===== src/ex_pkg.sv =====
package ex_pkg;

    // **********************************************************************
    // data widths
    // **********************************************************************
    localparam int xlen          = 64;
    localparam int word_bits     = 32;
    localparam int inst_bits     = 32;
    localparam int reg_id_bits   = 5;
    localparam int op_code_bits  = 24;
    localparam int alu_mode_bits = 8;
    // rv64 shift amount, six bits of op_b
    localparam int shamt_bits    = 6;

    typedef logic [xlen-1:0]          xlen_t;
    typedef logic [word_bits-1:0]     word_t;
    typedef logic [inst_bits-1:0]     inst_t;
    typedef logic [reg_id_bits-1:0]   reg_id_t;
    typedef logic [op_code_bits-1:0]  op_code_t;
    typedef logic [alu_mode_bits-1:0] alu_mode_t;

    // instruction length, step for the sequential pc
    localparam xlen_t inst_bytes = 64'd4;

    // **********************************************************************
    // alu modes
    // **********************************************************************
    localparam alu_mode_t alu_add  = 8'd0;
    localparam alu_mode_t alu_sub  = 8'd1;
    localparam alu_mode_t alu_slt  = 8'd2;
    localparam alu_mode_t alu_sltu = 8'd3;
    localparam alu_mode_t alu_and  = 8'd4;
    localparam alu_mode_t alu_or   = 8'd6;
    localparam alu_mode_t alu_xor  = 8'd7;
    localparam alu_mode_t alu_sll  = 8'd8;
    localparam alu_mode_t alu_srl  = 8'd9;
    localparam alu_mode_t alu_sra  = 8'd10;

    // **********************************************************************
    // operation codes, decoder numbering
    // **********************************************************************
    // register-register alu
    localparam op_code_t op_add   = 24'h004000;
    localparam op_code_t op_sub   = 24'h005000;
    localparam op_code_t op_sll   = 24'h006000;
    localparam op_code_t op_slt   = 24'h007000;
    localparam op_code_t op_sltu  = 24'h008000;
    localparam op_code_t op_xor   = 24'h009000;
    localparam op_code_t op_srl   = 24'h010000;
    localparam op_code_t op_sra   = 24'h011000;
    localparam op_code_t op_or    = 24'h012000;
    localparam op_code_t op_and   = 24'h013000;
    // word variants
    localparam op_code_t op_addw  = 24'h017000;
    localparam op_code_t op_subw  = 24'h018000;
    localparam op_code_t op_sllw  = 24'h019000;
    localparam op_code_t op_srlw  = 24'h01a000;
    localparam op_code_t op_sraw  = 24'h01b000;
    // upper immediates and jumps
    localparam op_code_t op_lui   = 24'h000100;
    localparam op_code_t op_auipc = 24'h000200;
    localparam op_code_t op_jal   = 24'h000300;
    localparam op_code_t op_jalr  = 24'd4;
    // conditional branches
    localparam op_code_t op_beq   = 24'd5;
    localparam op_code_t op_bne   = 24'd6;
    localparam op_code_t op_blt   = 24'd7;
    localparam op_code_t op_bge   = 24'd8;
    localparam op_code_t op_bltu  = 24'd9;
    localparam op_code_t op_bgeu  = 24'd10;
    // register-immediate alu
    localparam op_code_t op_addi  = 24'd19;
    localparam op_code_t op_slti  = 24'd20;
    localparam op_code_t op_sltiu = 24'd21;
    localparam op_code_t op_xori  = 24'd22;
    localparam op_code_t op_ori   = 24'd23;
    localparam op_code_t op_andi  = 24'd24;
    localparam op_code_t op_addiw = 24'd47;
    // multiply and divide
    localparam op_code_t op_mul   = 24'h01d000;
    localparam op_code_t op_div   = 24'h021000;
    localparam op_code_t op_divu  = 24'h022000;
    localparam op_code_t op_remu  = 24'h024000;
    localparam op_code_t op_mulw  = 24'h025000;
    localparam op_code_t op_divw  = 24'h026000;
    localparam op_code_t op_divuw = 24'h027000;
    localparam op_code_t op_remw  = 24'h028000;
    localparam op_code_t op_remuw = 24'h029000;

endpackage


===== src/ex_issue_if.sv =====
`timescale 1ns/1ps

interface ex_issue_if (
    input logic clk
);
    import ex_pkg::*;

    // one issued instruction, held for a single cycle
    logic      valid;
    xlen_t     pc;
    inst_t     inst;
    op_code_t  op;
    // operands already selected by the decoder
    xlen_t     op_a;
    xlen_t     op_b;
    alu_mode_t alu_mode;
    reg_id_t   rd;

    // issue register drives, execute units only read
    modport stage_reg (output valid, pc, inst, op, op_a, op_b, alu_mode, rd);
    modport unit (input clk, valid, pc, inst, op, op_a, op_b, alu_mode, rd);

endinterface


===== src/ex_branch_unit.sv =====
`timescale 1ns/1ps

module ex_branch_unit (
    ex_issue_if.unit      issue,
    input  ex_pkg::xlen_t alu_result,
    output ex_pkg::xlen_t dnpc,
    output logic          pc_update
);
    import ex_pkg::*;

    xlen_t imm_b;
    xlen_t snpc;
    xlen_t br_target;
    logic  taken;
    logic  is_flow;

    // b-type immediate, sign from inst[31], bit 0 always zero
    assign imm_b = {{51{issue.inst[31]}}, issue.inst[31], issue.inst[7],
                    issue.inst[30:25], issue.inst[11:8], 1'b0};

    assign snpc      = issue.pc + inst_bytes;
    assign br_target = issue.pc + imm_b;

    // **********************************************************************
    // condition and target
    // **********************************************************************
    always_comb begin
        taken   = 1'b0;
        is_flow = 1'b1;
        dnpc    = snpc;
        case (issue.op)
            // jump targets come from the adder
            op_jal:  dnpc = alu_result;
            op_jalr: dnpc = {alu_result[xlen-1:1], 1'b0};
            // signed branches decoded as op_a - op_b
            op_beq:  taken = (alu_result == '0);
            op_bne:  taken = (alu_result != '0);
            op_blt:  taken = alu_result[xlen-1];
            op_bge:  taken = !alu_result[xlen-1];
            // unsigned ones compare the operands directly
            op_bltu: taken = (issue.op_a < issue.op_b);
            op_bgeu: taken = (issue.op_a >= issue.op_b);
            default: is_flow = 1'b0;
        endcase
        if (taken) begin
            dnpc = br_target;
        end
    end

    // redirect only for a live jump or branch
    assign pc_update = issue.valid & is_flow;

    a_update_valid: assert property (@(posedge issue.clk) pc_update |-> issue.valid)
        else $error("ex_branch_unit: pc_update without valid");

endmodule


===== src/flat_wrapper.sv =====
// flat-port wrapper written by rule: the top's interface ports become plain ports
module ex_branch_unit_flat import ex_pkg::*;
  (alu_result, dnpc, pc_update, clk, issue_valid, issue_pc, issue_inst, issue_op, issue_op_a, issue_op_b, issue_alu_mode, issue_rd);
  ex_issue_if issue_i (.clk(clk));
  input  ex_pkg::xlen_t alu_result;
  output ex_pkg::xlen_t dnpc;
  output logic pc_update;
  input wire logic clk;
  input wire logic [$bits(issue_i.valid)-1:0] issue_valid;
  input wire logic [$bits(issue_i.pc)-1:0] issue_pc;
  input wire logic [$bits(issue_i.inst)-1:0] issue_inst;
  input wire logic [$bits(issue_i.op)-1:0] issue_op;
  input wire logic [$bits(issue_i.op_a)-1:0] issue_op_a;
  input wire logic [$bits(issue_i.op_b)-1:0] issue_op_b;
  input wire logic [$bits(issue_i.alu_mode)-1:0] issue_alu_mode;
  input wire logic [$bits(issue_i.rd)-1:0] issue_rd;
  assign issue_i.valid = issue_valid;
  assign issue_i.pc = issue_pc;
  assign issue_i.inst = issue_inst;
  assign issue_i.op = issue_op;
  assign issue_i.op_a = issue_op_a;
  assign issue_i.op_b = issue_op_b;
  assign issue_i.alu_mode = issue_alu_mode;
  assign issue_i.rd = issue_rd;
  ex_branch_unit u_core (.issue(issue_i), .alu_result(alu_result), .dnpc(dnpc), .pc_update(pc_update));
endmodule

===== config.mk =====
export PLATFORM = sky130hd
export DESIGN_NAME = ex_branch_unit_flat
export DESIGN_NICKNAME = d
export VERILOG_FILES = /design/src/ex_pkg.sv /design/src/ex_issue_if.sv /design/src/ex_branch_unit.sv /design/src/flat_wrapper.sv
export SDC_FILE = /design/constraint.sdc
export NUM_CORES = 1
export LEC_CHECK = 0
export BUFFER_PORTS_ARGS = -buffer_cell sky130_fd_sc_hd__buf_2
export CORE_AREA = 4 4 152 154
export DETAILED_ROUTE_END_ITERATION = 8
export DIE_AREA = 0 0 156 158
export PLACE_DENSITY = 0.62
export SYNTH_ARGS = -nofsm -noshare
export SYNTH_HDL_FRONTEND = slang
export SYNTH_SLANG_ARGS = --single-unit

===== constraint.sdc =====
create_clock -name vclk -period 7.6
set_input_delay 0 -clock vclk [all_inputs]
set_output_delay 0 -clock vclk [all_outputs]
set_load 0.02 [all_outputs]

==> out/metrics.csv <==
metric;value;unit
Synth area leaders;ha_1 (20%), nand2_1 (6.8%), xor2_1 (6.6%), a21oi_1 (6.4%), o21ai_0 (6.3%);
Max VDD drop;0.0000214;V
P&R area growth vs syn;24.9;%
die area;0.0246;mm2
area leader, netlist;ha_1;
post-route ant nets;0;
sequential element share of the synthesized area;0;%
final hold viol count;0;
Fin Hold WS;318;ps
TNS Setup;0;ps
DR WL/cell;18.3;um
via count;10500;
initial antenna violation count;4;
Slew HR;19.2;%
Final Setup Violations;0;
I/O Buffers;358;
crit path capture type;output port;
vias in the first global route;10000;
post-route cell area;0.0100;mm2
Period minus WS final;4370;ps
drt first pass iters;5;
first-pass GRT wire length;50900;um
Ys Warns;0;
PwrDens;63.6;mW/mm2
DP Wirelength;29200;um
WL final;33500;um
Die Height;158;um
layout cells sized above 1;24.8;%
Mapped Area;0.00801;mm2
commonest non-fill, non-tap cells in the layout;buf_2 (358), nand2_1 (145), ha_1 (127);
final non-filler cell total;1829;
Worst setup SP type;input port;
Reg area;0;um2
Ports;392;
max cap viols;0;
Post-Syn Instances;1234;
GP Congestion;1.01;
Yosys top cell area share;19.8;%
Min-Delay Path Class;input port to output port;
status;finished, final reports clean;
CP max stage cell;nor4_1;
fin. max-slew vios;0;
Cell variety after synth;60;
row count;54;
dpl cells;1828;
commonest non-fill, non-tap cell in the layout;buf_2;
fmax;0.229;GHz
CP max stage delay;960;ps
GRT overflow;0;
layout clock buffer count;0;
nets@finish;2005;
Remaining DRCs;0;
worst-margin pin slew;1200;ps
Worst Setup Path Type;input port to output port;
Tcrit/Tclk final;57.5;%
unrepaired setup endpoints after global routing;false;
post-synthesis average cell area;6.49;um2
crit-path cells;buf_2 -> nor4_1 -> nand4_1 -> nor4_1 -> mux2i_1 -> o21bai_1 -> a221oi_4 -> buf_4 -> o211ai_1 -> o21ai_0 -> buf_2;
Seq cells;0;
initial DRC count;617;
CORE AREA;0.0217;mm2
largest net degree at the start of global routing;88;
initial cell density of the core;36.9;%
Pleak;5.11;nW
Tot GR Track Use;25.2;%
Worst EP required;7600;ps
Worst Path Max Fanout;87;
Via density;5.71;
cts hold-fix bufs;0;
dpl cell area;0.0100;mm2
Die Wd;156;um
# resized after CTS;0;
CP Data Arrival Time;4370;ps
total power;0.636;mW
Post-Syn Nets;1689;
Post-CTS Setup Inserts;0;
critical path, delay by kind of cell:
kind	cells	cell delay [ps]
buffers and inverters	3	1080
AO/OA/AOI/OAI	4	870
multiplexers	1	270
AND/OR/NAND/NOR	3	2090
layer usage:
layer	GRT usage [%]	vias to the layer above	wire [um]
met5	0	-	27
met1	29.8	4743	13100
met4	8.38	4	1250
met2	46.0	432	16300
met3	4.10	72	2800
li1	-	5201	-
through the flow:
stage	utilization (%)	setup slack, ps
CTS	46.1	3380
detailed placement	46.1	3400
floorplan	-	4610
global placement	46.1	3370
global route	46.1	3240
finish	46.1	3230
cell families after synthesis:
family,share of synthesized area (%)
compound gates,32.6
mux,1.19
simple gates,27.7
xor+xnor,11.8
fa+ha+maj,20.1
buf+inv,6.65
report_power, final:
| group | switching [mW] | leakage (nW) | internal, mW | total (mW) |
|---|---|---|---|---|
| logic | 0.369 | 5.11 | 0.267 | 0.636 |
| registers | 0 | 0 | 0 | 0 |
| clock network | 0 | 0.00000634 | 0.0000000176 | 0.0000000176 |
final timing paths:
check | startpoint | to | slack [ps] | depth (start not counted)
setup / recovery | alu_result[19] | dnpc[30] | 3230 | 11
hold / removal | issue_valid | pc_update | 320 | 3
synthesized netlist by cell type (32+ instances only):
master	count
o211ai_1	57
a21oi_1	102
clkbuf_1	37
nor2_1	62
nand3_1	46
o21ai_0	101
a21o_1	67
ha_1	127
inv_1	87
xnor2_1	48
nor3_1	32
nand2_1	146
nand4_1	42
xor2_1	60
layout make-up:
class	count	area [um2]
fill	2390	11700
timing repair buffer	363	1830
tap	280	350
multi-input combinational	1098	7500
antenna	1	2.50
inverter	87	327
Power figures use the tool's default switching activity.
