==> src/ex_pkg.sv <==
package ex_pkg;

    // **********************************************************************
    // data widths
    // **********************************************************************
    localparam int xlen          = 64;
    localparam int word_bits     = 32;
    localparam int inst_bits     = 32;
    localparam int reg_id_bits   = 5;
    localparam int op_code_bits  = 24;
    localparam int alu_mode_bits = 8;
    // rv64 shift amount, six bits of op_b
    localparam int shamt_bits    = 6;

    typedef logic [xlen-1:0]          xlen_t;
    typedef logic [word_bits-1:0]     word_t;
    typedef logic [inst_bits-1:0]     inst_t;
    typedef logic [reg_id_bits-1:0]   reg_id_t;
    typedef logic [op_code_bits-1:0]  op_code_t;
    typedef logic [alu_mode_bits-1:0] alu_mode_t;

    // instruction length, step for the sequential pc
    localparam xlen_t inst_bytes = 64'd4;

    // **********************************************************************
    // alu modes
    // **********************************************************************
    localparam alu_mode_t alu_add  = 8'd0;
    localparam alu_mode_t alu_sub  = 8'd1;
    localparam alu_mode_t alu_slt  = 8'd2;
    localparam alu_mode_t alu_sltu = 8'd3;
    localparam alu_mode_t alu_and  = 8'd4;
    localparam alu_mode_t alu_or   = 8'd6;
    localparam alu_mode_t alu_xor  = 8'd7;
    localparam alu_mode_t alu_sll  = 8'd8;
    localparam alu_mode_t alu_srl  = 8'd9;
    localparam alu_mode_t alu_sra  = 8'd10;

    // **********************************************************************
    // operation codes, decoder numbering
    // **********************************************************************
    // register-register alu
    localparam op_code_t op_add   = 24'h004000;
    localparam op_code_t op_sub   = 24'h005000;
    localparam op_code_t op_sll   = 24'h006000;
    localparam op_code_t op_slt   = 24'h007000;
    localparam op_code_t op_sltu  = 24'h008000;
    localparam op_code_t op_xor   = 24'h009000;
    localparam op_code_t op_srl   = 24'h010000;
    localparam op_code_t op_sra   = 24'h011000;
    localparam op_code_t op_or    = 24'h012000;
    localparam op_code_t op_and   = 24'h013000;
    // word variants
    localparam op_code_t op_addw  = 24'h017000;
    localparam op_code_t op_subw  = 24'h018000;
    localparam op_code_t op_sllw  = 24'h019000;
    localparam op_code_t op_srlw  = 24'h01a000;
    localparam op_code_t op_sraw  = 24'h01b000;
    // upper immediates and jumps
    localparam op_code_t op_lui   = 24'h000100;
    localparam op_code_t op_auipc = 24'h000200;
    localparam op_code_t op_jal   = 24'h000300;
    localparam op_code_t op_jalr  = 24'd4;
    // conditional branches
    localparam op_code_t op_beq   = 24'd5;
    localparam op_code_t op_bne   = 24'd6;
    localparam op_code_t op_blt   = 24'd7;
    localparam op_code_t op_bge   = 24'd8;
    localparam op_code_t op_bltu  = 24'd9;
    localparam op_code_t op_bgeu  = 24'd10;
    // register-immediate alu
    localparam op_code_t op_addi  = 24'd19;
    localparam op_code_t op_slti  = 24'd20;
    localparam op_code_t op_sltiu = 24'd21;
    localparam op_code_t op_xori  = 24'd22;
    localparam op_code_t op_ori   = 24'd23;
    localparam op_code_t op_andi  = 24'd24;
    localparam op_code_t op_addiw = 24'd47;
    // multiply and divide
    localparam op_code_t op_mul   = 24'h01d000;
    localparam op_code_t op_div   = 24'h021000;
    localparam op_code_t op_divu  = 24'h022000;
    localparam op_code_t op_remu  = 24'h024000;
    localparam op_code_t op_mulw  = 24'h025000;
    localparam op_code_t op_divw  = 24'h026000;
    localparam op_code_t op_divuw = 24'h027000;
    localparam op_code_t op_remw  = 24'h028000;
    localparam op_code_t op_remuw = 24'h029000;

endpackage

==> src/ex_issue_if.sv <==
`timescale 1ns/1ps

interface ex_issue_if (
    input logic clk
);
    import ex_pkg::*;

    // one issued instruction, held for a single cycle
    logic      valid;
    xlen_t     pc;
    inst_t     inst;
    op_code_t  op;
    // operands already selected by the decoder
    xlen_t     op_a;
    xlen_t     op_b;
    alu_mode_t alu_mode;
    reg_id_t   rd;

    // issue register drives, execute units only read
    modport stage_reg (output valid, pc, inst, op, op_a, op_b, alu_mode, rd);
    modport unit (input clk, valid, pc, inst, op, op_a, op_b, alu_mode, rd);

endinterface

==> src/ex_wb_select.sv <==
`timescale 1ns/1ps

module ex_wb_select (
    ex_issue_if.unit        issue,
    input  ex_pkg::xlen_t   alu_result,
    input  ex_pkg::xlen_t   mul_result,
    input  ex_pkg::xlen_t   div_result,
    output logic            reg_wr_en,
    output ex_pkg::reg_id_t reg_wr_id,
    output ex_pkg::xlen_t   reg_wr_value
);
    import ex_pkg::*;

    logic  wr_code;
    // sign extend from bit 31 or from bit 63 of the upper half
    logic  sext_lo;
    logic  sext_hi;
    xlen_t raw_value;
    xlen_t ext_value;

    // **********************************************************************
    // source and extension per code
    // **********************************************************************
    always_comb begin
        wr_code   = 1'b1;
        sext_lo   = 1'b0;
        sext_hi   = 1'b0;
        raw_value = alu_result;
        case (issue.op)
            op_add, op_sub, op_sll, op_slt, op_sltu, op_xor,
            op_srl, op_sra, op_or, op_and, op_auipc,
            op_addi, op_slti, op_sltiu, op_xori, op_ori, op_andi: begin
                raw_value = alu_result;
            end
            op_addw, op_subw, op_addiw: begin
                sext_lo = 1'b1;
            end
            // decoder put op_a in the upper half for these
            op_sllw, op_srlw, op_sraw: begin
                sext_hi = 1'b1;
            end
            op_lui: begin
                raw_value = issue.op_a;
            end
            // link address
            op_jal, op_jalr: begin
                raw_value = issue.pc + inst_bytes;
            end
            op_mul: raw_value = mul_result;
            op_mulw: begin
                raw_value = mul_result;
                sext_lo   = 1'b1;
            end
            op_div, op_divu, op_remu: begin
                raw_value = div_result;
            end
            op_divw, op_divuw, op_remw, op_remuw: begin
                raw_value = div_result;
                sext_lo   = 1'b1;
            end
            // branches and unknown codes write nothing
            default: wr_code = 1'b0;
        endcase
    end

    assign ext_value = sext_lo ? {{(xlen-word_bits){raw_value[word_bits-1]}},
                                  raw_value[word_bits-1:0]} :
                       sext_hi ? {{(xlen-word_bits){raw_value[xlen-1]}},
                                  raw_value[xlen-1:word_bits]} :
                       raw_value;

    // bubble gives all zero
    assign reg_wr_en    = issue.valid & wr_code;
    assign reg_wr_id    = issue.valid ? issue.rd : '0;
    assign reg_wr_value = issue.valid ? ext_value : '0;

    a_wr_valid: assert property (@(posedge issue.clk) reg_wr_en |-> issue.valid)
        else $error("ex_wb_select: reg_wr_en without valid");

endmodule

==> src/flat_wrapper.sv <==
// flat-port wrapper written by rule: the top's interface ports become plain ports
module ex_wb_select_flat import ex_pkg::*;
  (alu_result, mul_result, div_result, reg_wr_en, reg_wr_id, reg_wr_value, clk, issue_valid, issue_pc, issue_inst, issue_op, issue_op_a, issue_op_b, issue_alu_mode, issue_rd);
  ex_issue_if issue_i (.clk(clk));
  input  ex_pkg::xlen_t alu_result;
  input  ex_pkg::xlen_t mul_result;
  input  ex_pkg::xlen_t div_result;
  output logic reg_wr_en;
  output ex_pkg::reg_id_t reg_wr_id;
  output ex_pkg::xlen_t reg_wr_value;
  input wire logic clk;
  input wire logic [$bits(issue_i.valid)-1:0] issue_valid;
  input wire logic [$bits(issue_i.pc)-1:0] issue_pc;
  input wire logic [$bits(issue_i.inst)-1:0] issue_inst;
  input wire logic [$bits(issue_i.op)-1:0] issue_op;
  input wire logic [$bits(issue_i.op_a)-1:0] issue_op_a;
  input wire logic [$bits(issue_i.op_b)-1:0] issue_op_b;
  input wire logic [$bits(issue_i.alu_mode)-1:0] issue_alu_mode;
  input wire logic [$bits(issue_i.rd)-1:0] issue_rd;
  assign issue_i.valid = issue_valid;
  assign issue_i.pc = issue_pc;
  assign issue_i.inst = issue_inst;
  assign issue_i.op = issue_op;
  assign issue_i.op_a = issue_op_a;
  assign issue_i.op_b = issue_op_b;
  assign issue_i.alu_mode = issue_alu_mode;
  assign issue_i.rd = issue_rd;
  ex_wb_select u_core (.issue(issue_i), .alu_result(alu_result), .mul_result(mul_result), .div_result(div_result), .reg_wr_en(reg_wr_en), .reg_wr_id(reg_wr_id), .reg_wr_value(reg_wr_value));
endmodule
==> config.mk <==
export PLATFORM = sky130hd
export DESIGN_NAME = ex_wb_select_flat
export DESIGN_NICKNAME = d
export VERILOG_FILES = /design/src/ex_pkg.sv /design/src/ex_issue_if.sv /design/src/ex_wb_select.sv /design/src/flat_wrapper.sv
export SDC_FILE = /design/constraint.sdc
export NUM_CORES = 1
export LEC_CHECK = 0
export ABC_AREA = 0
export ABC_CLOCK_PERIOD_IN_PS = 3500
export BUFFER_PORTS_ARGS = -buffer_cell sky130_fd_sc_hd__buf_2
export CAP_MARGIN = 20
export CORE_AREA = 8 8 198 200
export DETAILED_ROUTE_END_ITERATION = 8
export DIE_AREA = 0 0 206 208
export GPL_TIMING_DRIVEN = 0
export PLACE_DENSITY = 0.46
export REMOVE_ABC_BUFFERS = 1
export SETUP_SLACK_MARGIN = 0.5
export SLEW_MARGIN = 0
export SYNTH_ARGS = -nofsm -noshare
export SYNTH_HDL_FRONTEND = slang
export SYNTH_SLANG_ARGS = --single-unit
==> constraint.sdc <==
create_clock -name vclk -period 3.5
set_input_delay 0.175 -clock vclk [all_inputs]
set_output_delay 0.175 -clock vclk [all_outputs]
set_load 0.005 [all_outputs]
==> flow_metrics.tcl, run 1 <==
set metrics [dict create \
    worst_slew_pin_slew_ns 0.914 \
    grt_max_degree 28 \
    n_clock_buffer 0 \
    nets 1654 \
    rsz0062_at_grt "yes" \
    netlist_area_um2 4700 \
    syn_to_final_growth_pct 84.9 \
    slowest_delay_ns 0.60 \
    status "completed" \
    die-area_um2 42800 \
    final_max_slew_viol_count 0 \
    drive_gt1_share_pct 50.7 \
    setup_viol 0 \
    die_x_um 206 \
    yosysUniqueCellTypes 71 \
    gp_congestion 0.811 \
    port_buffers 420 \
    overflow 0 \
    p_per_area_nw_per_um2 66.6 \
    synth_cells 730 \
    numPlacedInstances 1582 \
    slowest_stage "a222oi_1" \
    worst-path-buf-inv 3 \
    drtAntennaViolNets 0 \
    max_slew_margin_pct 38.6 \
    top_usage_layer "met2" \
    wl_per_cell_um 29.6 \
    p_leak_nw 3.80 \
    critical_path_arrival_ns 2.76 \
    grt_util_all_layers_pct 21.1 \
    finalCritPeriodShare_pct 84.0 \
    path_delay_family "compound AO/OA/AOI/OAI gates" \
    avgSynthCellArea_um2 6.44 \
    crit_type "in2out" \
    dr_total_vias 8658 \
    worstPathRequired_ns 3.32 \
    drv_cap 0 \
    cp-end-kind "primary output" \
    place_ws_ns -1.24 \
    use_met2_pct 37.3 \
    fp.dieH_um 208 \
    antenna_found_initial 12 \
    power_w 0.000579 \
    worst_slack_ns 0.561 \
    ioPinCount 525 \
    synth_sequential_area_ratio_pct 0 \
    ys_warn_count 0 \
    dp_hpwl_mm 37.5 \
    holdCritPathClass "in2out" \
    regArea_um2 0 \
    hold_violations 0 \
    vias_per_cell 5.19 \
    first_pass_iters 9 \
    grt_pass1_vias 8996 \
    sequential_cell_total 0 \
    fin_tns_setup_ns 0 \
    critPathMaxFanout 9 \
    cts_hold_buffers 0 \
    use_met1_pct 26.3 \
    core_area_um2 36100 \
    period_minus_slack_ns 2.94 \
    wirelength_mm 49.4 \
    fin_cells 1667 \
    fp-row-count 70 \
    crit_chain "buf_6 -> nor2b_4 -> o31a_1 -> and4b_4 -> buf_16 -> a222oi_1 -> or4b_4 -> a31oi_1 -> nor2_1 -> buf_2" \
    grt_pass1_wl_mm 65.8 \
    drtIter0Drc 770 \
    timing.fmax_mhz 340 \
    peakVddDrop_v 0.0000425 \
    grtUsageMet3_pct 3.79 \
    initial_utilization_pct 13.0 \
    drc 0 \
    cp-start-kind "primary input" \
]
## cell families (layout without fill, tap and decap cells)
group           count (synthesis)  count (layout)  share of synthesized area [%]
compound gates                257             258                           40.3
xor+xnor                       45              45                           8.38
fa+ha+maj                       1               1                          0.266
buf+inv                        74             534                           7.77
mux                             3               3                          0.639
other cells                     0               3                              0
simple gates                  350             355                           42.6
## where the power goes
part | switching, W | total (W) | internal, W
clock | 0 | 0.000000000115 | 0.000000000115
sequential | 0 | 0 | 0
combinational | 0.000305 | 0.000579 | 0.000273
## synth_stat cells (8+ instances only)
cell	instances	area [µm²]
a31oi_1	17	106
and3_1	22	138
xnor2_1	30	263
nand2_1	83	312
a221oi_1	20	175
or2_2	10	62.6
a222oi_1	41	410
buf_2	16	80.1
a21oi_1	60	300
nor2_1	36	135
nor4_1	24	150
and4_1	9	78.8
and2_1	13	81.3
a221o_1	10	100
xor2_1	15	131
nor3_1	18	90.1
nor4_2	8	100
nand3_1	42	210
o21ai_0	35	175
nand4_1	30	188
inv_1	13	48.8
o211ai_1	19	143
clkbuf_1	33	124
a22oi_1	8	60.1
## per-stage QoR
stage,cell area [µm²],utilization [%],hold WS (ns)
floorplan,4390,-,0.446
global placement,7070,19.6,0.627
detailed placement,7490,20.8,0.628
CTS,8370,23.2,0.628
global route,8680,24.1,0.647
finish,8690,24.1,0.625
## cell usage in the layout (no fill, tap or decap), types with 15 or more instances in the layout
master and count:
nor2_1 30, nand4_1 30, xnor2_1 30, o211ai_1 19, o21ai_0 29, a21oi_1 59
nand2_1 83, a222oi_1 41, nand3_1 40, and3_1 22, a221oi_1 16, buf_2 415
nor4_1 17, buf_4 70, a31oi_1 17, xor2_1 15
## path summary, 6_finish.rpt
check / cells past startpoint / end / slack [ns] / startpoint
max: 10 / reg_wr_value[55] / 0.56 / issue_op[14]
min: 3 / reg_wr_id[1] / 0.62 / issue_rd[1]
## repair_timing
item | CTS | global route
gates cloned | 7 | 2
pin swaps | 35 | 24
buffers inserted | 59 | 13
endpoints found under the setup margin | 65 | 52
hold endpoints to repair | 0 | 0
resized for setup | 64 | 36
## metal layers
layer  share of wire, %  routed length (µm)  vias to the layer above
li1                   -                   -                     3917
met1                 41               20300                     4188
met2                 49               24000                      484
met3                8.2                4060                       59
met4                2.1                1050                       10
met5               0.14                  68                        -
## area by class of cell
class / count / area, µm²
fill: 4128 / 27400
multi-input combinational: 662 / 4820
timing repair buffer: 521 / 3230
tap: 468 / 586
inverter: 13 / 48.8
antenna: 3 / 7.51
Power figures use the tool's default switching activity.
==> run 2: changes to the inputs <==
- ABC_CLOCK_PERIOD_IN_PS: 3500 -> 2400
- CORE_AREA: 8 8 198 200 -> 8 8 195 197
- DIE_AREA: 0 0 206 208 -> 0 0 203 205
- PLACE_DENSITY: 0.46 -> 0.48
- clock period: 3.5 -> 2.4 ns (I/O delays scaled with it)
==> run 2 against run 1 <==
The flow now finishes with violations (setup timing). Final cell count grew 5.8%. Combinational power grew 71%. Die area shrank 2.9%. Global-route usage grew 1.4 points. Critical path depth grew 1. Design area grew 22%. Critical endpoint is now reg_wr_value[52]. Largest power group unchanged. Highest routed layer unchanged.
==> flow_metrics.tcl, run 2 (synthesized netlist as in run 1, its figures left out) <==
set metrics [dict create \
    critPathMaxFanout 6 \
    dr_total_vias 9370 \
    die_x_um 203 \
    timing.fmax_mhz 337 \
    wl_per_cell_um 29.5 \
    p_per_area_nw_per_um2 93.7 \
    vias_per_cell 5.31 \
    path_delay_family "compound AO/OA/AOI/OAI gates" \
    drv_cap 0 \
    ioPinCount 525 \
    gp_congestion 0.828 \
    nets 1757 \
    worst-path-buf-inv 4 \
    fp-row-count 69 \
    dp_hpwl_mm 36.6 \
    hold_end "reg_wr_id[1]" \
    cp-start-kind "primary input" \
    mostFrequentLayoutCell "buf_2" \
    p_leak_nw 4.55 \
    final_max_slew_viol_count 0 \
    grt_pass1_wl_mm 68.1 \
    regArea_um2 0 \
    wirelength_mm 52.0 \
    initial_utilization_pct 13.4 \
    antenna_found_initial 11 \
    clkPwrFrac_pct 0 \
    sequential_cell_total 0 \
    first_pass_iters 6 \
    grt_util_all_layers_pct 22.5 \
    crit_chain "buf_12 -> nor4_4 -> buf_4 -> nor2_4 -> and4b_4 -> buf_12 -> a222oi_1 -> nand4_1 -> o21ai_1 -> a21oi_1 -> buf_2" \
    period_minus_slack_ns 2.97 \
    status "finished, violations left" \
    overflow 0 \
    power_w 0.000990 \
    worstPathRequired_ns 2.28 \
    drtIter0Drc 902 \
    hold_violations 0 \
    grt_pass1_vias 9500 \
    violations "setup timing" \
    finalCritPeriodShare_pct 124 \
    multiInputGateArea_um2 5450 \
    drive_gt1_share_pct 60.8 \
    peakVddDrop_v 0.0000825 \
    cts_hold_buffers 0 \
    drtAntennaViolNets 0 \
    comb_power_share_pct 100.0 \
    rsz0062_at_grt "yes" \
    p_sw_w 0.000508 \
    min_from "issue_rd[1]" \
    holdCritPathClass "in2out" \
    switching_share_pct 51.3 \
    drc 0 \
    fp.dieH_um 205 \
    final_cell_mix "buf_2 (402), buf_4 (112), nand2_1 (77)" \
    slowest_stage "a222oi_1" \
    core_area_um2 35000 \
    slowest_delay_ns 0.89 \
    place_ws_ns -2.03 \
    p_seq_share_pct 0 \
    cp-end-kind "primary output" \
    die-area_um2 41600 \
    crit_type "in2out" \
    syn_to_final_growth_pct 125 \
    port_buffers 420 \
    setup_viol 61 \
    cp.depth 11 \
    holdPathStages 3 \
    n_clock_buffer 0 \
    max_slew_margin_pct 32.3 \
    power.internal_w 0.000483 \
    worst_slack_ns -0.566 \
    worst_slew_pin_slew_ns 1.02 \
    grt_max_degree 28 \
    fillers 3897 \
    critical_path_arrival_ns 2.85 \
    cpMostUsedCell "buf_12" \
]
## run 2: cell count changes in the layout (fill, tap and decap cells not counted), moves of 16 or more
cell	delta
buf_12	+22
o21ai_0	-16
buf_6	+41
a21oi_1	-25
a21oi_2	+21
buf_4	+42
## run 2: worst max-delay path by stage
stage / endpoint / from / slack [ns]
final: reg_wr_value[52] / issue_op[13] / -0.57
after global routing: reg_wr_value[52] / issue_op[13] / -0.60
after CTS: reg_wr_value[52] / issue_op[15] / -0.42
after detailed placement: reg_wr_value[5] / issue_op[19] / -2.03
after global placement: reg_wr_value[50] / issue_op[19] / -7.23
after floorplan: reg_wr_value[55] / issue_op[19] / -2.20
## run 2: through the flow
stage / hold WS [ns] / instance area, µm² / setup TNS (ns) / instances / utilization, %
after floorplan: 0.336 / 4390 / -111.92 / 669 / -
after global placement: 0.518 / 7060 / -391.16 / 1550 / 20.2
after detailed placement: 0.513 / 7470 / -101.88 / 1574 / 21.4
after CTS: 0.514 / 9450 / -16.24 / 1696 / 27.0
after global routing: 0.521 / 10600 / -24.91 / 1762 / 30.2
final: 0.512 / 10600 / -20.00 / 1763 / 30.2
## run 2: final cells by class
type	count	share of cell area, %
multi-input combinational	666	51.5
timing repair buffer	620	42.5
tap	461	5.46
inverter	13	0.462
antenna	3	0.0710
## run 2: power groups by stage
stage	clock network, W	logic (W)	registers [W]
final	0.000000000167	0.000990	0
after detailed placement	0	0.000755	0
after CTS	0	0.000885	0
after floorplan	0	0.000221	0
after global routing	0.000000000112	0.00106	0
after global placement	0	0.000737	0
## run 2: what timing repair did
item,4_1_cts,5_1_grt
setup endpoints to repair,65,65
hold endpoints to repair,0,0
setup buffers,111,60
gates resized for setup,209,114
pin swaps,79,51
cloned,11,4
## run 2: metal layers
metal	up-vias	track usage, %	share of wire, %
met3	92	5.22	8.7
met4	14	5.41	2.7
met5	-	0	0.17
met1	4557	27.3	40
li1	4137	-	-
met2	570	39.6	49
