`config.mk`:
```
export PLATFORM = sky130hd
export DESIGN_NAME = ex_stage_reg_flat
export DESIGN_NICKNAME = d
export VERILOG_FILES = /design/src/ex_pkg.sv /design/src/ex_issue_if.sv /design/src/ex_stage_reg.sv /design/src/flat_wrapper.sv
export SDC_FILE = /design/constraint.sdc
export NUM_CORES = 1
export LEC_CHECK = 0
export BUFFER_PORTS_ARGS = -buffer_cell sky130_fd_sc_hd__buf_2
export CORE_AREA = 2 2 206 208
export DETAILED_ROUTE_END_ITERATION = 8
export DIE_AREA = 0 0 208 210
export GPL_TIMING_DRIVEN = 1
export PLACE_DENSITY = 0.37
export SETUP_SLACK_MARGIN = 0.3
export SLEW_MARGIN = 20
export SYNTH_ARGS = -nofsm -noshare
export SYNTH_HDL_FRONTEND = slang
export SYNTH_SLANG_ARGS = --single-unit
```
`constraint.sdc`:
```
create_clock -name clk -period 1.75 [get_ports clk]
set_input_delay 0.175 -clock clk [delete_from_list [all_inputs] [get_ports clk]]
set_output_delay 0.175 -clock clk [all_outputs]
set_load 0.005 [all_outputs]
```
`src/ex_pkg.sv`:
```
package ex_pkg;

    // **********************************************************************
    // data widths
    // **********************************************************************
    localparam int xlen          = 64;
    localparam int word_bits     = 32;
    localparam int inst_bits     = 32;
    localparam int reg_id_bits   = 5;
    localparam int op_code_bits  = 24;
    localparam int alu_mode_bits = 8;
    // rv64 shift amount, six bits of op_b
    localparam int shamt_bits    = 6;

    typedef logic [xlen-1:0]          xlen_t;
    typedef logic [word_bits-1:0]     word_t;
    typedef logic [inst_bits-1:0]     inst_t;
    typedef logic [reg_id_bits-1:0]   reg_id_t;
    typedef logic [op_code_bits-1:0]  op_code_t;
    typedef logic [alu_mode_bits-1:0] alu_mode_t;

    // instruction length, step for the sequential pc
    localparam xlen_t inst_bytes = 64'd4;

    // **********************************************************************
    // alu modes
    // **********************************************************************
    localparam alu_mode_t alu_add  = 8'd0;
    localparam alu_mode_t alu_sub  = 8'd1;
    localparam alu_mode_t alu_slt  = 8'd2;
    localparam alu_mode_t alu_sltu = 8'd3;
    localparam alu_mode_t alu_and  = 8'd4;
    localparam alu_mode_t alu_or   = 8'd6;
    localparam alu_mode_t alu_xor  = 8'd7;
    localparam alu_mode_t alu_sll  = 8'd8;
    localparam alu_mode_t alu_srl  = 8'd9;
    localparam alu_mode_t alu_sra  = 8'd10;

    // **********************************************************************
    // operation codes, decoder numbering
    // **********************************************************************
    // register-register alu
    localparam op_code_t op_add   = 24'h004000;
    localparam op_code_t op_sub   = 24'h005000;
    localparam op_code_t op_sll   = 24'h006000;
    localparam op_code_t op_slt   = 24'h007000;
    localparam op_code_t op_sltu  = 24'h008000;
    localparam op_code_t op_xor   = 24'h009000;
    localparam op_code_t op_srl   = 24'h010000;
    localparam op_code_t op_sra   = 24'h011000;
    localparam op_code_t op_or    = 24'h012000;
    localparam op_code_t op_and   = 24'h013000;
    // word variants
    localparam op_code_t op_addw  = 24'h017000;
    localparam op_code_t op_subw  = 24'h018000;
    localparam op_code_t op_sllw  = 24'h019000;
    localparam op_code_t op_srlw  = 24'h01a000;
    localparam op_code_t op_sraw  = 24'h01b000;
    // upper immediates and jumps
    localparam op_code_t op_lui   = 24'h000100;
    localparam op_code_t op_auipc = 24'h000200;
    localparam op_code_t op_jal   = 24'h000300;
    localparam op_code_t op_jalr  = 24'd4;
    // conditional branches
    localparam op_code_t op_beq   = 24'd5;
    localparam op_code_t op_bne   = 24'd6;
    localparam op_code_t op_blt   = 24'd7;
    localparam op_code_t op_bge   = 24'd8;
    localparam op_code_t op_bltu  = 24'd9;
    localparam op_code_t op_bgeu  = 24'd10;
    // register-immediate alu
    localparam op_code_t op_addi  = 24'd19;
    localparam op_code_t op_slti  = 24'd20;
    localparam op_code_t op_sltiu = 24'd21;
    localparam op_code_t op_xori  = 24'd22;
    localparam op_code_t op_ori   = 24'd23;
    localparam op_code_t op_andi  = 24'd24;
    localparam op_code_t op_addiw = 24'd47;
    // multiply and divide
    localparam op_code_t op_mul   = 24'h01d000;
    localparam op_code_t op_div   = 24'h021000;
    localparam op_code_t op_divu  = 24'h022000;
    localparam op_code_t op_remu  = 24'h024000;
    localparam op_code_t op_mulw  = 24'h025000;
    localparam op_code_t op_divw  = 24'h026000;
    localparam op_code_t op_divuw = 24'h027000;
    localparam op_code_t op_remw  = 24'h028000;
    localparam op_code_t op_remuw = 24'h029000;

endpackage

```
`src/ex_issue_if.sv`:
```
`timescale 1ns/1ps

interface ex_issue_if (
    input logic clk
);
    import ex_pkg::*;

    // one issued instruction, held for a single cycle
    logic      valid;
    xlen_t     pc;
    inst_t     inst;
    op_code_t  op;
    // operands already selected by the decoder
    xlen_t     op_a;
    xlen_t     op_b;
    alu_mode_t alu_mode;
    reg_id_t   rd;

    // issue register drives, execute units only read
    modport stage_reg (output valid, pc, inst, op, op_a, op_b, alu_mode, rd);
    modport unit (input clk, valid, pc, inst, op, op_a, op_b, alu_mode, rd);

endinterface

```
`src/ex_stage_reg.sv`:
```
`timescale 1ns/1ps

module ex_stage_reg (
    input  logic              clk,
    input  logic              rst,
    input  logic              valid_in,
    input  ex_pkg::xlen_t     pc_in,
    input  ex_pkg::inst_t     inst_in,
    input  ex_pkg::op_code_t  op_in,
    input  ex_pkg::xlen_t     op_a,
    input  ex_pkg::xlen_t     op_b,
    input  ex_pkg::alu_mode_t alu_mode_in,
    input  ex_pkg::reg_id_t   rd_in,
    ex_issue_if.stage_reg     issue
);

    // **********************************************************************
    // issue register, reloaded every clock, no stall
    // **********************************************************************
    always_ff @(posedge clk) begin
        if (rst) begin
            issue.valid    <= 1'b0;
            issue.pc       <= '0;
            issue.inst     <= '0;
            issue.op       <= '0;
            issue.op_a     <= '0;
            issue.op_b     <= '0;
            issue.alu_mode <= '0;
            issue.rd       <= '0;
        end else begin
            // bubbles pass through with valid low
            issue.valid    <= valid_in;
            issue.pc       <= pc_in;
            issue.inst     <= inst_in;
            issue.op       <= op_in;
            issue.op_a     <= op_a;
            issue.op_b     <= op_b;
            issue.alu_mode <= alu_mode_in;
            issue.rd       <= rd_in;
        end
    end

    // nothing may issue out of reset
    a_valid_after_rst: assert property (@(posedge clk) rst |=> !issue.valid)
        else $error("ex_stage_reg: valid high after reset");

endmodule

```
`src/flat_wrapper.sv`:
```
// flat-port wrapper written by rule: the top's interface ports become plain ports
module ex_stage_reg_flat 
  (clk, rst, valid_in, pc_in, inst_in, op_in, op_a, op_b, alu_mode_in, rd_in, issue_valid, issue_pc, issue_inst, issue_op, issue_op_a, issue_op_b, issue_alu_mode, issue_rd);
  ex_issue_if issue_i (.clk(clk));
  input  logic clk;
  input  logic rst;
  input  logic valid_in;
  input  ex_pkg::xlen_t pc_in;
  input  ex_pkg::inst_t inst_in;
  input  ex_pkg::op_code_t op_in;
  input  ex_pkg::xlen_t op_a;
  input  ex_pkg::xlen_t op_b;
  input  ex_pkg::alu_mode_t alu_mode_in;
  input  ex_pkg::reg_id_t rd_in;
  output wire logic [$bits(issue_i.valid)-1:0] issue_valid;
  output wire logic [$bits(issue_i.pc)-1:0] issue_pc;
  output wire logic [$bits(issue_i.inst)-1:0] issue_inst;
  output wire logic [$bits(issue_i.op)-1:0] issue_op;
  output wire logic [$bits(issue_i.op_a)-1:0] issue_op_a;
  output wire logic [$bits(issue_i.op_b)-1:0] issue_op_b;
  output wire logic [$bits(issue_i.alu_mode)-1:0] issue_alu_mode;
  output wire logic [$bits(issue_i.rd)-1:0] issue_rd;
  assign issue_valid = issue_i.valid;
  assign issue_pc = issue_i.pc;
  assign issue_inst = issue_i.inst;
  assign issue_op = issue_i.op;
  assign issue_op_a = issue_i.op_a;
  assign issue_op_b = issue_i.op_b;
  assign issue_alu_mode = issue_i.alu_mode;
  assign issue_rd = issue_i.rd;
  ex_stage_reg u_core (.clk(clk), .rst(rst), .valid_in(valid_in), .pc_in(pc_in), .inst_in(inst_in), .op_in(op_in), .op_a(op_a), .op_b(op_b), .alu_mode_in(alu_mode_in), .rd_in(rd_in), .issue(issue_i));
endmodule
```
==> results.sh, run 1 <==
export IMPL_cts_setup_buffers=0
export IMPL_crit_slowest_cell="dfxtp_1"
export IMPL_grt_pass1_wl_um=39900
export IMPL_synth_area_um2=7020
export IMPL_die_w_um=208
export IMPL_post_route_util_pct=34.2
export IMPL_cts_hold_buf=283
export IMPL_setup_viol=0
export IMPL_rows=75
export IMPL_final_hold_viol_count=0
export IMPL_grt_pass1_vias=7322
export IMPL_fill_cells=4258
export IMPL_num_antenna_cells=0
export IMPL_finalMaxSlewViolations=0
export IMPL_num_nets_final=1639
export IMPL_core_um2=41500
export IMPL_syn_inst=553
export IMPL_arrival_ns=1.05
export IMPL_timing_setup_tns_ns=0
export IMPL_syn_nets=817
export IMPL_synth_seq_cells=262
export IMPL_synth_xor_area_share_pct=0
export IMPL_gp_congestion=0.762
export IMPL_grt_setup_unrepaired="false"
export IMPL_initial_utilization_pct=16.9
export IMPL_synth_edff_count=0
export IMPL_via_per_inst=3.43
export IMPL_cts_max_path_buffers=3
export IMPL_drv_cap=0
export IMPL_crit_chain="buf_2"
export IMPL_area_growth_pct=102
export IMPL_die_area_um2=43700
export IMPL_cts_repair_resized=0
export IMPL_ios=526
export IMPL_wire_per_inst_um=13.9
export IMPL_synth_compound_area_share_pct=0
export IMPL_hold_class="in -> reg"
export IMPL_vias=6643
export IMPL_port_buffers=525
export IMPL_drt_iter0_drc=202
export IMPL_place_hpwl_um=19000
export IMPL_crit_path_end_kind="output port"
export IMPL_cts_sinks=262
export IMPL_grt_max_degree=70
export IMPL_p_per_area_nw_per_um2=1010
export IMPL_yosysTopAreaCell="dfxtp_1"
export IMPL_cts_buffers=31
export IMPL_ys_top_cells_by_area="dfxtp_1 75%, nor2b_1 23%, buf_2 1.5%"
export IMPL_synth_top_family_by_area="simple AND/OR/NAND/NOR gates"
export IMPL_status="completed"
export IMPL_grt_usage_pct=11.6
export IMPL_clk_transition_reported_paths_ns=0.06
export IMPL_grt_overflow=0
export IMPL_cp_max_fo=1
export IMPL_synth_common_cells="262 x dfxtp_1, 262 x nor2b_1, 21 x buf_2, 8 x clkbuf_1"
export IMPL_chipHeight_um=210
export IMPL_yosys_area_top_type_share_pct=74.7
export IMPL_layout_min_cycle_time_ns=1.23
export IMPL_antenna_found_initial=0
export IMPL_yosysUniqueCellTypes=4
export IMPL_max_freq_mhz=814
export IMPL_cts_tree="yes"
export IMPL_cpPeakStageDelay_ns=0.35
export IMPL_synthSimpleGateAreaFrac_pct=23.4
export IMPL_peakVddDrop_v=0.000668
export IMPL_drive_gt1_share_pct=41.8
export IMPL_yosysWarnings=0
export IMPL_drc=0
export IMPL_startpoint_type="flip-flop"
export IMPL_ys_seq_area_share_pct=74.7
export IMPL_synthArstFlopShare_pct=0
export IMPL_leakagePower_nw=6.83
export IMPL_antenna_left=0
export IMPL_synth_main_ff_cell="dfxtp_1"
export IMPL_wl_um=26800
export IMPL_muxShareOfSynthArea_pct=0
export IMPL_relSlewSlack_pct=70.4
export IMPL_cts_root_buf="clkbuf_16"
export IMPL_ctsHtreeMaxLevel=1
export IMPL_path_delay_family="flip-flops"
export IMPL_finalCritPeriodShare_pct=70.2
export IMPL_drtPass1Iterations=4
export IMPL_crit_buf_inv=1
export IMPL_synth_avg_cell_area_um2=12.7
export IMPL_tightest_slew_ns=0.444
export IMPL_required_ns=1.57
export IMPL_crit_type="reg -> out"
export IMPL_synth_fa_ha_area_share_pct=0
==> per-stage QoR <==
step | hold slack [ns] | worst slack, ns | total power, mW | cell area (um2) | cells
detailed placement | 0.388 | 0.677 | 7.55 | 10300 | 1598
CTS | 0.0749 | 0.450 | 14.5 | 14200 | 1935
floorplan | 0.303 | 0.903 | 6.82 | 7020 | 553
global route | 0.0987 | 0.457 | 14.9 | 14200 | 1935
global placement | 0.383 | 0.688 | 7.55 | 10300 | 1598
finish | 0.124 | 0.522 | 14.3 | 14200 | 1935
==> per-layer routing <==
layer	global-route usage [%]	wire, um
met3	3.56	1940
met5	0	0
met2	21.5	13800
met4	4.11	925
met1	12.3	10200
==> cell families (layout without fill, tap and decap cells) <==
family | count (synthesis) | after routing
and+or+nand+nor | 262 | 262
buffers and inverters | 29 | 872
DFF | 262 | 262
==> layout make-up <==
type / count / area (um2) / area share, %
multi-input cells: 262 / 1640 / 11.6
well taps: 539 / 674 / 4.76
clock inverters: 10 / 108 / 0.759
flip-flops and latches: 262 / 5250 / 37.0
repair buffers: 818 / 5610 / 39.5
clock buffers: 44 / 905 / 6.38
==> state kept, by name, indices dropped and copies added, names as in the netlist <==
signal / cells
u_core.issue.alu_mode: 8
u_core.issue.pc: 64
u_core.issue.valid: 1
u_core.issue.op_b: 64
u_core.issue.inst: 32
u_core.issue.op_a: 64
u_core.issue.op: 24
u_core.issue.rd: 5
==> report_power, final <==
part	leakage (nW)	switching, mW	internal, mW
Clock	0.506	2.52	3.85
Combinational	4.14	0.543	1.00
Sequential	2.18	0.0828	6.29
==> cell usage in the layout, fill, tap and decap left out, drive strengths merged <==
| cell type | netlist | final |
|---|---|---|
| dfxtp | 262 | 262 |
| clkbuf | 8 | 45 |
| dlygate4sd3 | 0 | 283 |
| buf | 21 | 534 |
| inv | 0 | 1 |
| bufinv | 0 | 2 |
| clkinv | 0 | 7 |
| nor2b | 262 | 262 |
==> path summary, 6_finish.rpt <==
path	start	end	slack (ns)	cells past startpoint
max	u_core.issue.inst[29]	issue_inst[29]	0.52	1
min	rst	u_core.issue.pc[31]	0.12	3
Power figures use the tool's default switching activity.
==> inputs of run 2 (changes only) <==
==> constraint.sdc (replaced) <==
create_clock -name clk -period 1.2 [get_ports clk]
set_input_delay 0.12 -clock clk [delete_from_list [all_inputs] [get_ports clk]]
set_output_delay 0.12 -clock clk [all_outputs]
set_load 0.005 [all_outputs]
==> results.sh, run 2 (synthesized netlist as in run 1, its figures left out) <==
export IMPL_wire_per_inst_um=14.0
export IMPL_grt_pass1_vias=7189
export IMPL_p_per_area_nw_per_um2=1440
export IMPL_timing_setup_tns_ns=0
export IMPL_place_hpwl_um=19200
export IMPL_drt_iter0_drc=170
export IMPL_fin_ws_ns=0.0683
export IMPL_vias=6625
export IMPL_worstSetupStartpoint="u_core.issue.pc[5]"
export IMPL_crit_type="reg -> out"
export IMPL_grt_setup_unrepaired="true"
export IMPL_fill_cells=4261
export IMPL_drc=0
export IMPL_die_area_um2=43700
export IMPL_startpoint_type="flip-flop"
export IMPL_arrival_ns=1.01
export IMPL_cts_buffers=31
export IMPL_antenna_left=0
export IMPL_grt_pass1_wl_um=40000
export IMPL_cts_sinks=262
export IMPL_required_ns=1.08
export IMPL_top_regs="u_core.issue.op_a x64, u_core.issue.op_b x64, u_core.issue.pc x64"
export IMPL_dp_cells=1602
export IMPL_hold_class="in -> reg"
export IMPL_num_nets_final=1624
export IMPL_grt_max_degree=64
export IMPL_cpPeakStageDelay_ns=0.35
export IMPL_port_buffers=525
export IMPL_drtPass1Iterations=4
export IMPL_finalCritPeriodShare_pct=94.3
export IMPL_drv_cap=0
export IMPL_rows=75
export IMPL_wl_um=26800
export IMPL_status="completed"
export IMPL_setup_viol=0
export IMPL_relSlewSlack_pct=67.0
export IMPL_cts_root_buf="clkbuf_16"
export IMPL_grt_overflow=0
export IMPL_multi_input_area_um2=1640
export IMPL_endpoint="issue_pc[5]"
export IMPL_antenna_found_initial=1
export IMPL_peakVddDrop_v=0.000837
export IMPL_seq_area_um2=5370
export IMPL_layout_cells_non_filler=1921
export IMPL_area_growth_pct=110
export IMPL_die_w_um=208
export IMPL_gp_congestion=0.769
export IMPL_cp_depth=1
export IMPL_initial_utilization_pct=16.9
export IMPL_cts_setup_buffers=0
export IMPL_max_freq_mhz=884
export IMPL_ios=526
export IMPL_leakagePower_nw=6.90
export IMPL_layout_min_cycle_time_ns=1.13
export IMPL_grt_usage_pct=11.6
export IMPL_via_per_inst=3.45
export IMPL_crit_buf_inv=1
export IMPL_num_antenna_cells=0
export IMPL_drive_gt1_share_pct=50.0
export IMPL_finalMaxSlewViolations=0
export IMPL_final_hold_viol_count=0
export IMPL_final_common_cell="buf_2"
export IMPL_tightest_slew_ns=0.496
export IMPL_core_um2=41500
export IMPL_path_delay_family="flip-flops"
export IMPL_crit_path_end_kind="output port"
export IMPL_cts_max_path_buffers=3
export IMPL_mostFrequentLayoutCells="438 x buf_2, 263 x dlygate4sd3_1, 262 x nor2b_1"
export IMPL_chipHeight_um=210
export IMPL_clk_transition_reported_paths_ns=0.06
export IMPL_cp_max_fo=1
export IMPL_ctsHtreeMaxLevel=1
export IMPL_crit_chain="buf_2"
export IMPL_cts_tree="yes"
export IMPL_crit_slowest_cell="dfxtp_2"
export IMPL_pre_cts_slack_ns=0.225
==> run 2: changes by cell type in the layout (fill, tap and decap cells not counted), sizes merged <==
cell,delta
bufinv,+2
dlygate4sd3,-20
buf,+4
clkinvlp,+1
dlymetal6s4s,+1
clkinv,+2
clkbuf,-4
==> run 2: per-layer routing <==
metal | share of wire (%) | vias to the layer above | GRT usage, %
met2 | 53 | 285 | 21.7
met1 | 37 | 3002 | 12.5
met3 | 7.3 | 62 | 2.91
li1 | - | 3274 | -
met5 | 0.048 | - | 0
met4 | 3.1 | 2 | 4.65
==> run 2: how the worst min path moves through the flow <==
| stage | from | endpoint | slack (ns) | cells past startpoint |
|---|---|---|---|---|
| detailed placement | pc_in[59] | u_core.issue.pc[59] | 0.33 | 2 |
| floorplan | alu_mode_in[0] | u_core.issue.alu_mode[0] | 0.25 | 1 |
| CTS | rst | u_core.issue.op_b[44] | 0.007 | 3 |
| global placement | op_in[20] | u_core.issue.op[20] | 0.33 | 2 |
| global route | rst | u_core.issue.op_b[45] | 0.02 | 3 |
| finish | rst | u_core.issue.op_b[45] | 0.03 | 3 |
==> run 2: final cells by class <==
type | instances | area share [%]
timing repair buffer | 803 | 40.8
sequential | 262 | 36.5
multi-input combinational | 262 | 11.1
clock buffer | 40 | 5.71
tap | 539 | 4.58
clock inverter | 15 | 1.28
==> run 2: repair_timing <==
action / 4_1_cts / 5_1_grt
resized for setup: 74 / 118
pin swaps: 0 / 0
endpoints found under the setup margin: 262 / 272
hold endpoints to repair: 262 / 0
hold buffers: 264 / 0
==> run 2: per-stage QoR <==
stage / hold WS, ns / utilization (%) / instance area, um2 / power [mW]
2_1_floorplan: 0.248 / - / 7020 / 9.95
3_3_place_gp: 0.328 / 25.0 / 10400 / 11.0
3_5_place_dp: 0.332 / 25.0 / 10400 / 11.0
4_1_cts: 0.00725 / 34.5 / 14300 / 21.4
5_1_grt: 0.0233 / 35.5 / 14700 / 22.1
6_report: 0.0263 / 35.5 / 14700 / 21.2
==> run 2: power breakdown <==
| group | switching (mW) | internal, mW |
|---|---|---|
| clock network | 3.63 | 5.77 |
| registers | 0.155 | 9.21 |
| logic | 0.792 | 1.60 |
| total | 4.58 | 16.6 |
==> inputs of run 3 (changes only) <==
--- a/config.mk
+++ b/config.mk
@@ -11,6 +11,7 @@
 export DIE_AREA = 0 0 208 210
 export GPL_TIMING_DRIVEN = 1
 export PLACE_DENSITY = 0.37
+export RECOVER_POWER = 50
 export SETUP_SLACK_MARGIN = 0.3
 export SLEW_MARGIN = 20
 export SYNTH_ARGS = -nofsm -noshare
==> results.sh, run 3 (synthesized netlist as in run 1, its figures left out) <==
export IMPL_drtPass1Iterations=4
export IMPL_finalMaxSlewViolations=0
export IMPL_crit_chain="buf_6"
export IMPL_drc=0
export IMPL_worstSetupStartpoint="u_core.issue.op_a[4]"
export IMPL_antenna_left=0
export IMPL_area_growth_pct=109
export IMPL_min_from="rst"
export IMPL_antenna_found_initial=1
export IMPL_num_nets_final=1624
export IMPL_die_w_um=208
export IMPL_crit_type="reg -> out"
export IMPL_p_per_area_nw_per_um2=1440
export IMPL_leakagePower_nw=6.85
export IMPL_top_regs="u_core.issue.op_a x64, u_core.issue.op_b x64, u_core.issue.pc x64"
export IMPL_rows=75
export IMPL_initial_utilization_pct=16.9
export IMPL_arrival_ns=1.01
export IMPL_status="completed"
export IMPL_via_per_inst=3.45
export IMPL_relSlewSlack_pct=66.6
export IMPL_grt_setup_unrepaired="true"
export IMPL_finalCritPeriodShare_pct=94.2
export IMPL_ctsHtreeMaxLevel=1
export IMPL_peakVddDrop_v=0.000836
export IMPL_timing_setup_tns_ns=0
export IMPL_tightest_slew_ns=0.502
export IMPL_grt_max_degree=64
export IMPL_startpoint_type="flip-flop"
export IMPL_cp_depth=1
export IMPL_dp_cells=1602
export IMPL_max_freq_mhz=885
export IMPL_crit_buf_inv=1
export IMPL_mostFrequentLayoutCells="424 x buf_2, 263 x dlygate4sd3_1, 262 x nor2b_1"
export IMPL_ios=526
export IMPL_chipHeight_um=210
export IMPL_layout_min_cycle_time_ns=1.13
export IMPL_cpPeakStageDelay_ns=0.36
export IMPL_drive_gt1_share_pct=49.1
export IMPL_port_buffers=525
export IMPL_cts_max_path_buffers=3
export IMPL_gp_congestion=0.769
export IMPL_hold_class="in -> reg"
export IMPL_cts_setup_buffers=0
export IMPL_grt_pass1_vias=7189
export IMPL_place_hpwl_um=19200
export IMPL_grt_usage_pct=11.6
export IMPL_wire_per_inst_um=13.9
export IMPL_vias=6624
export IMPL_final_hold_viol_count=0
export IMPL_die_area_um2=43700
export IMPL_whs_ns=0.225
export IMPL_clk_transition_reported_paths_ns=0.06
export IMPL_endpoint="issue_op_a[4]"
export IMPL_cts_tree="yes"
export IMPL_cts_sinks=262
export IMPL_pre_cts_slack_ns=0.225
export IMPL_cts_buffers=31
export IMPL_fin_ws_ns=0.0695
export IMPL_grt_pass1_wl_um=40000
export IMPL_layout_cells_non_filler=1921
export IMPL_setup_viol=0
export IMPL_required_ns=1.08
export IMPL_grt_overflow=0
export IMPL_wl_um=26800
export IMPL_cts_root_buf="clkbuf_16"
export IMPL_core_um2=41500
export IMPL_cp_max_fo=1
export IMPL_num_antenna_cells=0
export IMPL_fill_cells=4266
export IMPL_crit_path_end_kind="output port"
export IMPL_drv_cap=0
export IMPL_path_delay_family="flip-flops"
export IMPL_crit_slowest_cell="dfxtp_2"
export IMPL_drt_iter0_drc=158
export IMPL_final_common_cell="buf_2"
==> run 3: layer usage <==
metal	global-route usage [%]	up-vias	wire, um
met5	0	-	13
li1	-	3274	-
met2	21.7	287	14100
met1	12.5	2999	9890
met4	4.65	2	827
met3	2.91	62	1940
==> run 3: how the worst min path moves through the flow <==
stage,to,slack (ns),depth (start not counted)
after detailed placement,u_core.issue.pc[59],0.33,2
after global routing,u_core.issue.op_a[25],0.27,3
final,u_core.issue.op_a[29],0.22,3
after floorplan,u_core.issue.alu_mode[0],0.25,1
after CTS,u_core.issue.op_b[44],0.007,3
after global placement,u_core.issue.op[20],0.33,2
==> run 3: final cells by class <==
class	instances	area [um2]	area share, %
multi-input cells	262	1640	11.2
clock buffers	40	840	5.72
clock inverters	15	189	1.29
well taps	539	674	4.59
flip-flops and latches	262	5370	36.6
repair buffers	803	5970	40.6
==> run 3: repair_timing <==
item,4_1_cts,5_1_grt
hold buffers,264,0
endpoints found under the hold margin,262,0
endpoints found under the setup margin,262,272
gates resized for setup,74,118
==> run 3: metrics by stage <==
step | instance area [um2] | power [mW] | utilization, %
floorplan | 7020 | 9.95 | -
global placement | 10400 | 11.0 | 25.0
detailed placement | 10400 | 11.0 | 25.0
CTS | 14300 | 21.4 | 34.5
global route | 14700 | 22.1 | 35.4
finish | 14700 | 21.2 | 35.4
==> run 3: report_power, final <==
part / switching [mW] / leakage [nW] / internal (mW)
registers: 0.155 / 2.21 / 9.21
logic: 0.791 / 4.13 / 1.59
clock network: 3.64 / 0.507 / 5.77
total: 4.58 / 6.85 / 16.6
